===== config.mk =====
export PLATFORM = sky130hd
export DESIGN_NAME = dcache
export DESIGN_NICKNAME = d
export VERILOG_FILES = /design/src/hw/dcache_pkg.sv /design/src/hw/cache_bus_pkg.sv /design/src/hw/dcache.sv /design/src/hw/dcache_ctrl.sv /design/src/hw/dcache_array.sv
export SDC_FILE = /design/constraint.sdc
export NUM_CORES = 2
export LEC_CHECK = 0
export CELL_PAD_IN_SITES_DETAIL_PLACEMENT = 0
export CELL_PAD_IN_SITES_GLOBAL_PLACEMENT = 1
export CORE_ASPECT_RATIO = 1.4
export CORE_MARGIN = 2
export CORE_UTILIZATION = 45
export DETAILED_ROUTE_END_ITERATION = 6
export DONT_BUFFER_PORTS = 1
export PLACE_DENSITY_LB_ADDON = 0.1
export SLEW_MARGIN = 10
export SYNTH_ARGS = -nofsm -noshare
export SYNTH_HDL_FRONTEND = slang
export SYNTH_SLANG_ARGS = --single-unit

===== constraint.sdc =====
create_clock -name CLK -period 6.05 [get_ports CLK]
set_input_delay 0.3025 -clock CLK [delete_from_list [all_inputs] [get_ports CLK]]
set_output_delay 0.3025 -clock CLK [all_outputs]
set_load 0.005 [all_outputs]

===== src/hw/dcache_pkg.sv =====
`default_nettype none

package dcache_pkg;

	//////////////////////////////
	// Cache geometry
	//////////////////////////////

	// Word size in bits
	localparam int WORD_W = 32;
	// Two ways per set, one LRU bit each
	localparam int NUM_SETS = 8;
	localparam int IDX_W = 3;
	localparam int BYTE_OFF_W = 2;
	// Address is tag | index | block offset | byte offset
	localparam int TAG_W = WORD_W - IDX_W - 1 - BYTE_OFF_W;

	//////////////////////////////
	// Field types
	//////////////////////////////

	typedef logic [WORD_W-1:0] word_t;
	typedef logic [TAG_W-1:0] tag_t;
	typedef logic [IDX_W-1:0] idx_t;
	// Way 0 or way 1
	typedef logic way_t;
	// Word 0 or word 1 of a block
	typedef logic blk_off_t;

	// Controller states
	// WB* write back a dirty victim, FD* fetch the block
	// DCHK and WBD* walk the dirty blocks on halt
	typedef enum logic [3:0] {
		IDLE,
		WB1,
		WB2,
		FD1,
		FD2,
		DCHK,
		WBD1,
		WBD2,
		FLUSHED
	} ctrl_state_t;

endpackage

`default_nettype wire

===== src/hw/cache_bus_pkg.sv =====
`default_nettype none

package cache_bus_pkg;

	import dcache_pkg::*;

	//////////////////////////////
	// External ports
	//////////////////////////////

	// Datapath side, held until hit
	typedef struct packed {
		logic ren;
		logic wen;
		logic halt;
		word_t addr;
		word_t store;
	} dp_req_t;

	typedef struct packed {
		logic hit;
		word_t load;
		logic flushed;
	} dp_rsp_t;

	// Memory side, one word per transfer
	typedef struct packed {
		logic ren;
		logic wen;
		word_t addr;
		word_t store;
	} mem_req_t;

	// Memory stall, transfer completes when low
	typedef struct packed {
		logic dwait;
		word_t load;
	} mem_rsp_t;

	//////////////////////////////
	// Controller to array
	//////////////////////////////

	// Array write operations
	typedef enum logic [2:0] {
		NONE,
		TOUCH,
		STORE,
		FILL,
		CLEAN
	} array_op_t;

	typedef struct packed {
		array_op_t op;
		idx_t idx;
		way_t way;
		blk_off_t blk_off;
		tag_t tag;
		word_t data;
	} array_cmd_t;

	// Lookup result plus first dirty block
	typedef struct packed {
		logic hit;
		way_t hit_way;
		way_t lru_way;
		logic victim_dirty;
		tag_t victim_tag;
		logic any_dirty;
		idx_t dirty_idx;
		way_t dirty_way;
		tag_t dirty_tag;
	} array_stat_t;

endpackage

`default_nettype wire


===== src/hw/dcache.sv =====
`timescale 1ns/10ps
`default_nettype none

module dcache
	import dcache_pkg::*, cache_bus_pkg::*;
(
	input wire logic CLK,
	input wire logic nRST,
	input dp_req_t dp_req,
	output dp_rsp_t dp_rsp,
	output mem_req_t mem_req,
	input mem_rsp_t mem_rsp
);

	// Controller to array
	array_cmd_t cmd;
	array_stat_t stat;
	// Write-back read select
	idx_t rd_idx;
	way_t rd_way;
	blk_off_t rd_blk;
	word_t rd_word;
	word_t hit_load;
	logic hit;
	logic flushed;

	//////////////////////////////
	// Storage and lookup
	//////////////////////////////

	// Lookup always follows the datapath address
	dcache_array array_i (
		.CLK(CLK),
		.nRST(nRST),
		.lookup_addr(dp_req.addr),
		.cmd(cmd),
		.rd_idx(rd_idx),
		.rd_way(rd_way),
		.rd_blk(rd_blk),
		.stat(stat),
		.hit_load(hit_load),
		.rd_word(rd_word)
	);

	//////////////////////////////
	// Control
	//////////////////////////////

	dcache_ctrl ctrl_i (
		.CLK(CLK),
		.nRST(nRST),
		.dp_req(dp_req),
		.stat(stat),
		.mem_rsp(mem_rsp),
		.rd_word(rd_word),
		.cmd(cmd),
		.rd_idx(rd_idx),
		.rd_way(rd_way),
		.rd_blk(rd_blk),
		.mem_req(mem_req),
		.hit(hit),
		.flushed(flushed)
	);

	// Datapath response
	assign dp_rsp.hit = hit;
	assign dp_rsp.load = hit_load;
	assign dp_rsp.flushed = flushed;

endmodule

`default_nettype wire


===== src/hw/dcache_ctrl.sv =====
`timescale 1ns/10ps
`default_nettype none

module dcache_ctrl
	import dcache_pkg::*, cache_bus_pkg::*;
(
	input wire logic CLK,
	input wire logic nRST,
	input dp_req_t dp_req,
	input array_stat_t stat,
	input mem_rsp_t mem_rsp,
	input word_t rd_word,
	output array_cmd_t cmd,
	output idx_t rd_idx,
	output way_t rd_way,
	output blk_off_t rd_blk,
	output mem_req_t mem_req,
	output logic hit,
	output logic flushed
);

	ctrl_state_t state;
	ctrl_state_t next_state;

	// Request address fields
	tag_t req_tag;
	idx_t req_idx;
	blk_off_t req_blk;
	logic req_valid;
	// Word of the block in flight
	logic word_sel;
	// Transfer completes this edge
	logic xfer_done;
	logic in_flush_wb;

	assign req_tag = dp_req.addr[WORD_W-1 -: TAG_W];
	assign req_idx = dp_req.addr[BYTE_OFF_W+1 +: IDX_W];
	assign req_blk = dp_req.addr[BYTE_OFF_W];
	assign req_valid = dp_req.ren || dp_req.wen;

	// Hits only count while idle
	assign hit = (state == IDLE) && req_valid && stat.hit;
	assign flushed = (state == FLUSHED);

	assign word_sel = (state == WB2) || (state == FD2) || (state == WBD2);
	assign xfer_done = !mem_rsp.dwait;
	assign in_flush_wb = (state == WBD1) || (state == WBD2);

	//////////////////////////////
	// State machine
	//////////////////////////////

	always_ff @(posedge CLK, negedge nRST) begin
		if (!nRST) begin
			state <= IDLE;
		end else begin
			state <= next_state;
		end
	end

	always_comb begin
		next_state = state;
		case (state)
			IDLE: begin
				// Halt takes priority over a miss
				if (dp_req.halt) begin
					next_state = DCHK;
				end else if (req_valid && !stat.hit) begin
					next_state = stat.victim_dirty ? WB1 : FD1;
				end
			end
			// Each transfer state holds while memory stalls
			WB1: if (xfer_done) next_state = WB2;
			WB2: if (xfer_done) next_state = FD1;
			FD1: if (xfer_done) next_state = FD2;
			// Back to idle, repeated lookup then hits
			FD2: if (xfer_done) next_state = IDLE;
			DCHK: begin
				next_state = stat.any_dirty ? WBD1 : FLUSHED;
			end
			WBD1: if (xfer_done) next_state = WBD2;
			WBD2: if (xfer_done) next_state = DCHK;
			// Held until reset
			FLUSHED: next_state = FLUSHED;
			default: next_state = IDLE;
		endcase
	end

	//////////////////////////////
	// Memory request
	//////////////////////////////

	always_comb begin
		mem_req.ren = (state == FD1) || (state == FD2);
		mem_req.wen = (state == WB1) || (state == WB2) || in_flush_wb;
		if ((state == WB1) || (state == WB2)) begin
			// Victim block at the requested index
			mem_req.addr = {stat.victim_tag, req_idx, word_sel, {BYTE_OFF_W{1'b0}}};
		end else if (in_flush_wb) begin
			mem_req.addr = {stat.dirty_tag, stat.dirty_idx, word_sel, {BYTE_OFF_W{1'b0}}};
		end else begin
			// Fill address, also the idle default
			mem_req.addr = {req_tag, req_idx, word_sel, {BYTE_OFF_W{1'b0}}};
		end
		mem_req.store = rd_word;
	end

	// Read select for write-back data
	// Flush walks the dirty scan, a miss evicts the LRU way
	assign rd_idx = in_flush_wb ? stat.dirty_idx : req_idx;
	assign rd_way = in_flush_wb ? stat.dirty_way : stat.lru_way;
	assign rd_blk = word_sel;

	//////////////////////////////
	// Array commands
	//////////////////////////////

	always_comb begin
		cmd.op = NONE;
		cmd.idx = req_idx;
		cmd.way = stat.hit_way;
		cmd.blk_off = req_blk;
		cmd.tag = req_tag;
		cmd.data = dp_req.store;
		case (state)
			IDLE: begin
				// Store writes on the hit edge, a load only touches LRU
				if (hit) begin
					cmd.op = dp_req.wen ? STORE : TOUCH;
				end
			end
			FD1, FD2: begin
				// Fill the LRU way one word per transfer
				if (xfer_done) begin
					cmd.op = FILL;
					cmd.way = stat.lru_way;
					cmd.blk_off = word_sel;
					cmd.data = mem_rsp.load;
				end
			end
			WBD2: begin
				// Second word is out, block is clean
				if (xfer_done) begin
					cmd.op = CLEAN;
					cmd.idx = stat.dirty_idx;
					cmd.way = stat.dirty_way;
				end
			end
			default: begin
			end
		endcase
	end

endmodule

`default_nettype wire


===== src/hw/dcache_array.sv =====
`timescale 1ns/10ps
`default_nettype none

module dcache_array
	import dcache_pkg::*, cache_bus_pkg::*;
(
	input wire logic CLK,
	input wire logic nRST,
	input word_t lookup_addr,
	input array_cmd_t cmd,
	input idx_t rd_idx,
	input way_t rd_way,
	input blk_off_t rd_blk,
	output array_stat_t stat,
	output word_t hit_load,
	output word_t rd_word
);

	// Per way state bits, indexed [set][way]
	logic [NUM_SETS-1:0][1:0] valid_q;
	logic [NUM_SETS-1:0][1:0] dirty_q;
	// One bit per set, names the way to replace next
	logic [NUM_SETS-1:0] lru_q;
	tag_t tag_q [NUM_SETS][2];
	word_t data_q [NUM_SETS][2][2];

	// Lookup address fields
	tag_t lk_tag;
	idx_t lk_idx;
	blk_off_t lk_blk;
	logic [1:0] way_hit;

	assign lk_tag = lookup_addr[WORD_W-1 -: TAG_W];
	assign lk_idx = lookup_addr[BYTE_OFF_W+1 +: IDX_W];
	assign lk_blk = lookup_addr[BYTE_OFF_W];

	//////////////////////////////
	// Lookup
	//////////////////////////////

	// Tag compare on both ways of the indexed set
	assign way_hit[0] = valid_q[lk_idx][0] && (tag_q[lk_idx][0] == lk_tag);
	assign way_hit[1] = valid_q[lk_idx][1] && (tag_q[lk_idx][1] == lk_tag);

	// Word of the hitting way, only meaningful with hit
	assign hit_load = data_q[lk_idx][way_hit[1]][lk_blk];

	// Write-back read port
	assign rd_word = data_q[rd_idx][rd_way][rd_blk];

	always_comb begin
		stat.hit = |way_hit;
		// Way 1 only when way 0 misses
		stat.hit_way = way_hit[1];
		stat.lru_way = lru_q[lk_idx];
		// Victim needs write-back only if it holds live dirty data
		stat.victim_dirty = valid_q[lk_idx][lru_q[lk_idx]] && dirty_q[lk_idx][lru_q[lk_idx]];
		stat.victim_tag = tag_q[lk_idx][lru_q[lk_idx]];

		// Dirty scan, walked from the top so the lowest way wins
		stat.any_dirty = 1'b0;
		stat.dirty_idx = '0;
		stat.dirty_way = 1'b0;
		stat.dirty_tag = tag_q[0][0];
		for (int s = NUM_SETS - 1; s >= 0; s--) begin
			for (int w = 1; w >= 0; w--) begin
				if (dirty_q[s][w]) begin
					stat.any_dirty = 1'b1;
					stat.dirty_idx = idx_t'(s);
					stat.dirty_way = way_t'(w);
					stat.dirty_tag = tag_q[s][w];
				end
			end
		end
	end

	//////////////////////////////
	// State bits and LRU
	//////////////////////////////

	always_ff @(posedge CLK, negedge nRST) begin
		if (!nRST) begin
			valid_q <= '0;
			dirty_q <= '0;
			// All sets replace way 0 first
			lru_q <= '0;
		end else begin
			case (cmd.op)
				TOUCH: begin
					// Point LRU at the other way
					lru_q[cmd.idx] <= ~cmd.way;
				end
				STORE: begin
					dirty_q[cmd.idx][cmd.way] <= 1'b1;
					lru_q[cmd.idx] <= ~cmd.way;
				end
				FILL: begin
					// Fresh copy from memory is clean
					valid_q[cmd.idx][cmd.way] <= 1'b1;
					dirty_q[cmd.idx][cmd.way] <= 1'b0;
				end
				CLEAN: begin
					dirty_q[cmd.idx][cmd.way] <= 1'b0;
				end
				default: begin
				end
			endcase
		end
	end

	//////////////////////////////
	// Tags and data
	//////////////////////////////

	always_ff @(posedge CLK) begin
		// Store and fill share the word write
		if ((cmd.op == STORE) || (cmd.op == FILL)) begin
			data_q[cmd.idx][cmd.way][cmd.blk_off] <= cmd.data;
		end
		// Tag lands with the last word of the fill
		if ((cmd.op == FILL) && cmd.blk_off) begin
			tag_q[cmd.idx][cmd.way] <= cmd.tag;
		end
	end

endmodule

`default_nettype wire


==> qor.log <==
qor: sta.slew_violations 198
qor: floorplanning.initial_core_utilization 45.38%
qor: cells_and_area.final_cell_count_no_fill 6,395
qor: grt.initial_antenna_violation_count 8
qor: routing.detailedRoute.firstPassIterationCount 6
qor: routing.routed_wirelength 241,100 um
qor: cts.cts_setup_buffers 0
qor: setup_path.worst_path_largest_cell_delay 0.55 ns
qor: status.failed_checks slew limit
qor: sta.final_period_minus_worst_setup_slack 5.765 ns
qor: sta.final_hold_viol_count 0
qor: cells_and_area.fillers 13.03k
qor: cts.clock_tree.root_cell sky130_fd_sc_hd__clkbuf_16
qor: sta.timing_worst_slew_pin_value 1.716 ns
qor: sta.rsz0062_at_grt false
qor: sta.period_share 95.28%
qor: cells_and_area.finish.net_count 4,280
qor: routing.routedWlPerCell 37.69 um
qor: grt.grt_pass1_wl 336,400 um
qor: setup_path.critical_path.slowest_cell sky130_fd_sc_hd__mux4_2
qor: synthesis.synth_top_cell_by_area sky130_fd_sc_hd__edfxtp_1
qor: synthesis.synth_edf_count 1,440
qor: placed_design.gpl.final_weighted_congestion 0.9108
qor: cells_and_area.final_core_util 50.72%
qor: setup_path.r2r_setup_slack 1.04 ns
qor: setup_path.critPathRequiredTime 5.75 ns
qor: sta.final-setup-viol-count 0
qor: sta.timing.clock.skew 0.02706 ns
qor: setup_path.most_common_cell_on_crit_path sky130_fd_sc_hd__buf_4
qor: cts.cts_hold_buffers 32
qor: placed_design.post-dp-hpwl 136,300 um
qor: grt.overflow 0
qor: cts.clockBufferDepth 3
qor: cts.cts.sink_count 1,484
qor: floorplanning.height_of_the_die 475.0 um
qor: power.power-per-cell-area 341.3 nW/um2
qor: routing.avgViaCountPerCell 6.651
qor: synthesis.yosysSeqAreaShare 62.20%
qor: synthesis.yosys.cell_count.top_type sky130_fd_sc_hd__edfxtp_1
qor: cells_and_area.drive_above_1_share 28.04%
qor: setup_path.critPathCaptureType output pin
qor: cts.clk_latency 0.82 ns
qor: routing.drc_errors 0
qor: power.worst_ir_drop_vdd 0.3899 mV
qor: cts.tritoncts.num_buffers 152
qor: synthesis.postSynth.asyncResetShare 2.965%
qor: grt.grt_usage 29.94%
qor: routing.detailedRoute.firstIterationViolations 4,281
qor: sta.finalSetupTns 0 ns
qor: cts.clk_pin_slew 0.07 ns
qor: floorplanning.floorplan.io_pins 202
qor: synthesis.yosys_register_bits 1,484
qor: min_path.hp-class input port to flip-flop
qor: flow_run.maxCapViolations 0
qor: cts.cts_tree yes
qor: cts.cts_htree_levels 4
qor: synthesis.synth.area.top_cells sky130_fd_sc_hd__edfxtp_1 61%, sky130_fd_sc_hd__mux4_2 20%, sky130_fd_sc_hd__mux2i_1 2.7%
qor: routing.vias 42.53k
qor: power.total_leakage_power 25.20 nW
qor: setup_path.critical_path.startpoint_type flip-flop
qor: placed_design.placement.io_buffers 0
qor: setup_path.cp_data_arrival_time 5.46 ns
qor: synthesis.synth_ff_type sky130_fd_sc_hd__edfxtp_1
qor: setup_path.top_delay_family_on_crit_path buffers and inverters
qor: synthesis.synth.lib_cells_used.distinct 73
qor: sta.achievable-frequency 0.1735 GHz
qor: grt.first_global_vias 44.11k
qor: cells_and_area.area.growth.synth_to_final 11.76%
qor: setup_path.crit_buf_inv 7
qor: setup_path.worst-setup-path-type flip-flop to output pin
qor: synthesis.synth_commonest_cells 1,440 x sky130_fd_sc_hd__edfxtp_1, 648 x sky130_fd_sc_hd__mux4_2, 346 x sky130_fd_sc_hd__nand2_1, 215 x sky130_fd_sc_hd__clkbuf_1, 191 x sky130_fd_sc_hd__mux2i_1
qor: synthesis.postSynthCellCount 4,169
qor: cts.post_cts_resized 0
qor: sta.relSlewSlack -14.40%
qor: synthesis.post_synth_instance_area 71,300 um2
qor: synthesis.synth.avg_cell_area 17.10 um2
qor: floorplanning.die-area 161,700 um2
qor: floorplanning.core_area 157,100 um2
qor: setup_path.crit_path_cell_trace buf_4 > inv_1 > buf_4 > nand2_1 > o21a_1 > o22ai_4 > buf_12 > buf_4 > mux4_2 > mux2i_1 > a32o_1 > a221oi_1 > buf_4 > buf_4
qor: floorplanning.placement_rows 172
qor: floorplanning.overall_die_width 340.4 um
qor: synthesis.post-synth-top-area-fraction 60.65%
qor: synthesis.synth.yosys.warnings 0
qor: grt.grt_max_degree 362
qor: setup_path.critPathMaxFanout 45
qor: status.run_status finished with violations
qor: routing.route.antenna.remaining_nets 0
qor: placed_design.placed_cells_incl_taps 6,080
[cells by family (layout without fill, tap and decap cells)]
logic type | Yosys count | after routing | synth area share (%)
XOR/XNOR | 43 | 43 | 0.5282
AND/OR/NAND/NOR | 637 | 637 | 3.978
multiplexers | 941 | 941 | 24.78
other | 1 | 5 | 0.005260
flip-flops | 1484 | 1484 | 62.20
buffers and inverters | 407 | 541 | 2.410
AO/OA/AOI/OAI | 656 | 656 | 6.106
[layer usage]
metal  global-route usage [%]  up-vias  share of wire, %
li1                         -    17335                 -
met1                    36.37    22709                37
met2                    51.47     1899                51
met3                    5.038      585               6.9
met4                    15.43        4               5.7
met5                        0        -            0.0091
[state kept, by name, indices dropped and copies added, names as in the netlist, named ones only]
register / count
array_i.lru_q: 8
array_i.valid_q: 16
array_i.tag_q: 416
array_i.data_q: 1024
ctrl_i.state: 4
[layout by cell type, fill, tap and decap left out, types with 26 or more instances in the layout]
cell                            netlist  final
sky130_fd_sc_hd__o211ai_1            33     33
sky130_fd_sc_hd__o21ai_0            132    132
sky130_fd_sc_hd__mux2_2              93     93
sky130_fd_sc_hd__nor3_2               5     27
sky130_fd_sc_hd__a31oi_1             35     35
sky130_fd_sc_hd__buf_12               0     40
sky130_fd_sc_hd__a32o_1              32     32
sky130_fd_sc_hd__a221oi_1            53     53
sky130_fd_sc_hd__dfrtp_1             44     29
sky130_fd_sc_hd__inv_1               65     63
sky130_fd_sc_hd__dlygate4sd3_1        0     31
sky130_fd_sc_hd__mux2i_1            191    191
sky130_fd_sc_hd__mux4_2             648    648
sky130_fd_sc_hd__nand2_1            346    345
sky130_fd_sc_hd__buf_4               14    123
sky130_fd_sc_hd__clkinv_1             1     35
sky130_fd_sc_hd__edfxtp_1          1440   1440
sky130_fd_sc_hd__clkbuf_16            0    155
sky130_fd_sc_hd__clkinv_2             0     26
sky130_fd_sc_hd__a211oi_1            33     33
sky130_fd_sc_hd__nand2b_1            26     26
sky130_fd_sc_hd__clkbuf_1           215     37
sky130_fd_sc_hd__nor2_1              95     74
sky130_fd_sc_hd__a21oi_1            165    162
[final timing paths]
| check | from | endpoint | cells past startpoint |
|---|---|---|---|
| worst min-delay path | dp_req[37] | ctrl_i.state[1] | 6 |
| max in group asynchronous | nRST | array_i.valid_q[7] | 2 |
| worst max-delay path | flip-flop | mem_req[24] | 14 |
| min in group asynchronous | nRST | asynchronous set/reset pin | 2 |
| worst min register to register | array_i.valid_q[11] | array_i.valid_q[11] | 1 |
| worst max register to register | array_i.tag_q[1][49] | array_i.data_q[2][119] | 10 |
[power breakdown]
part	switching, mW	internal [mW]
clock	4.16	5.08
sequential	0.109	11.9
combinational	3.76	2.19
total	8.03	19.2
[cell type report]
class	count	area (um2)	area share, %
tap	2088	2613	3.279
multi-input combinational	2279	25600	32.13
antenna	3	7.507	0.009422
clock buffer	192	4018	5.042
sequential	1484	44360	55.67
clock inverter	88	760.7	0.9547
timing repair buffer	195	2062	2.588
inverter	66	255.2	0.3203
[per-stage QoR]
| step | worst slack, ns | hold slack [ns] | area, um2 | power [mW] |
|---|---|---|---|---|
| final | 0.2854 | 0.04780 | 79680 | 27.20 |
| after global routing | 0.1576 | 0.06729 | 79680 | 28.01 |
| after CTS | 0.3038 | 0.01860 | 79670 | 27.36 |
| after detailed placement | 1.139 | 0.01429 | 74560 | 18.13 |
| after global placement | 1.157 | 0.01421 | 74560 | 18.09 |
| after floorplan | 0.3924 | 0.006909 | 71300 | 15.90 |
[worst reg2reg max path, delay by kind of cell (launching register included)]
| kind | cells | cell delay, ns |
|---|---|---|
| muxes | 2 | 0.82 |
| and+or+nand+nor | 4 | 1.56 |
| DFF | 1 | 0.42 |
| AOI/OAI and AO/OA | 2 | 0.82 |
| buffers and inverters | 1 | 0.52 |
| xor gates and xnor gates | 1 | 0.44 |
Power figures use the tool's default switching activity.
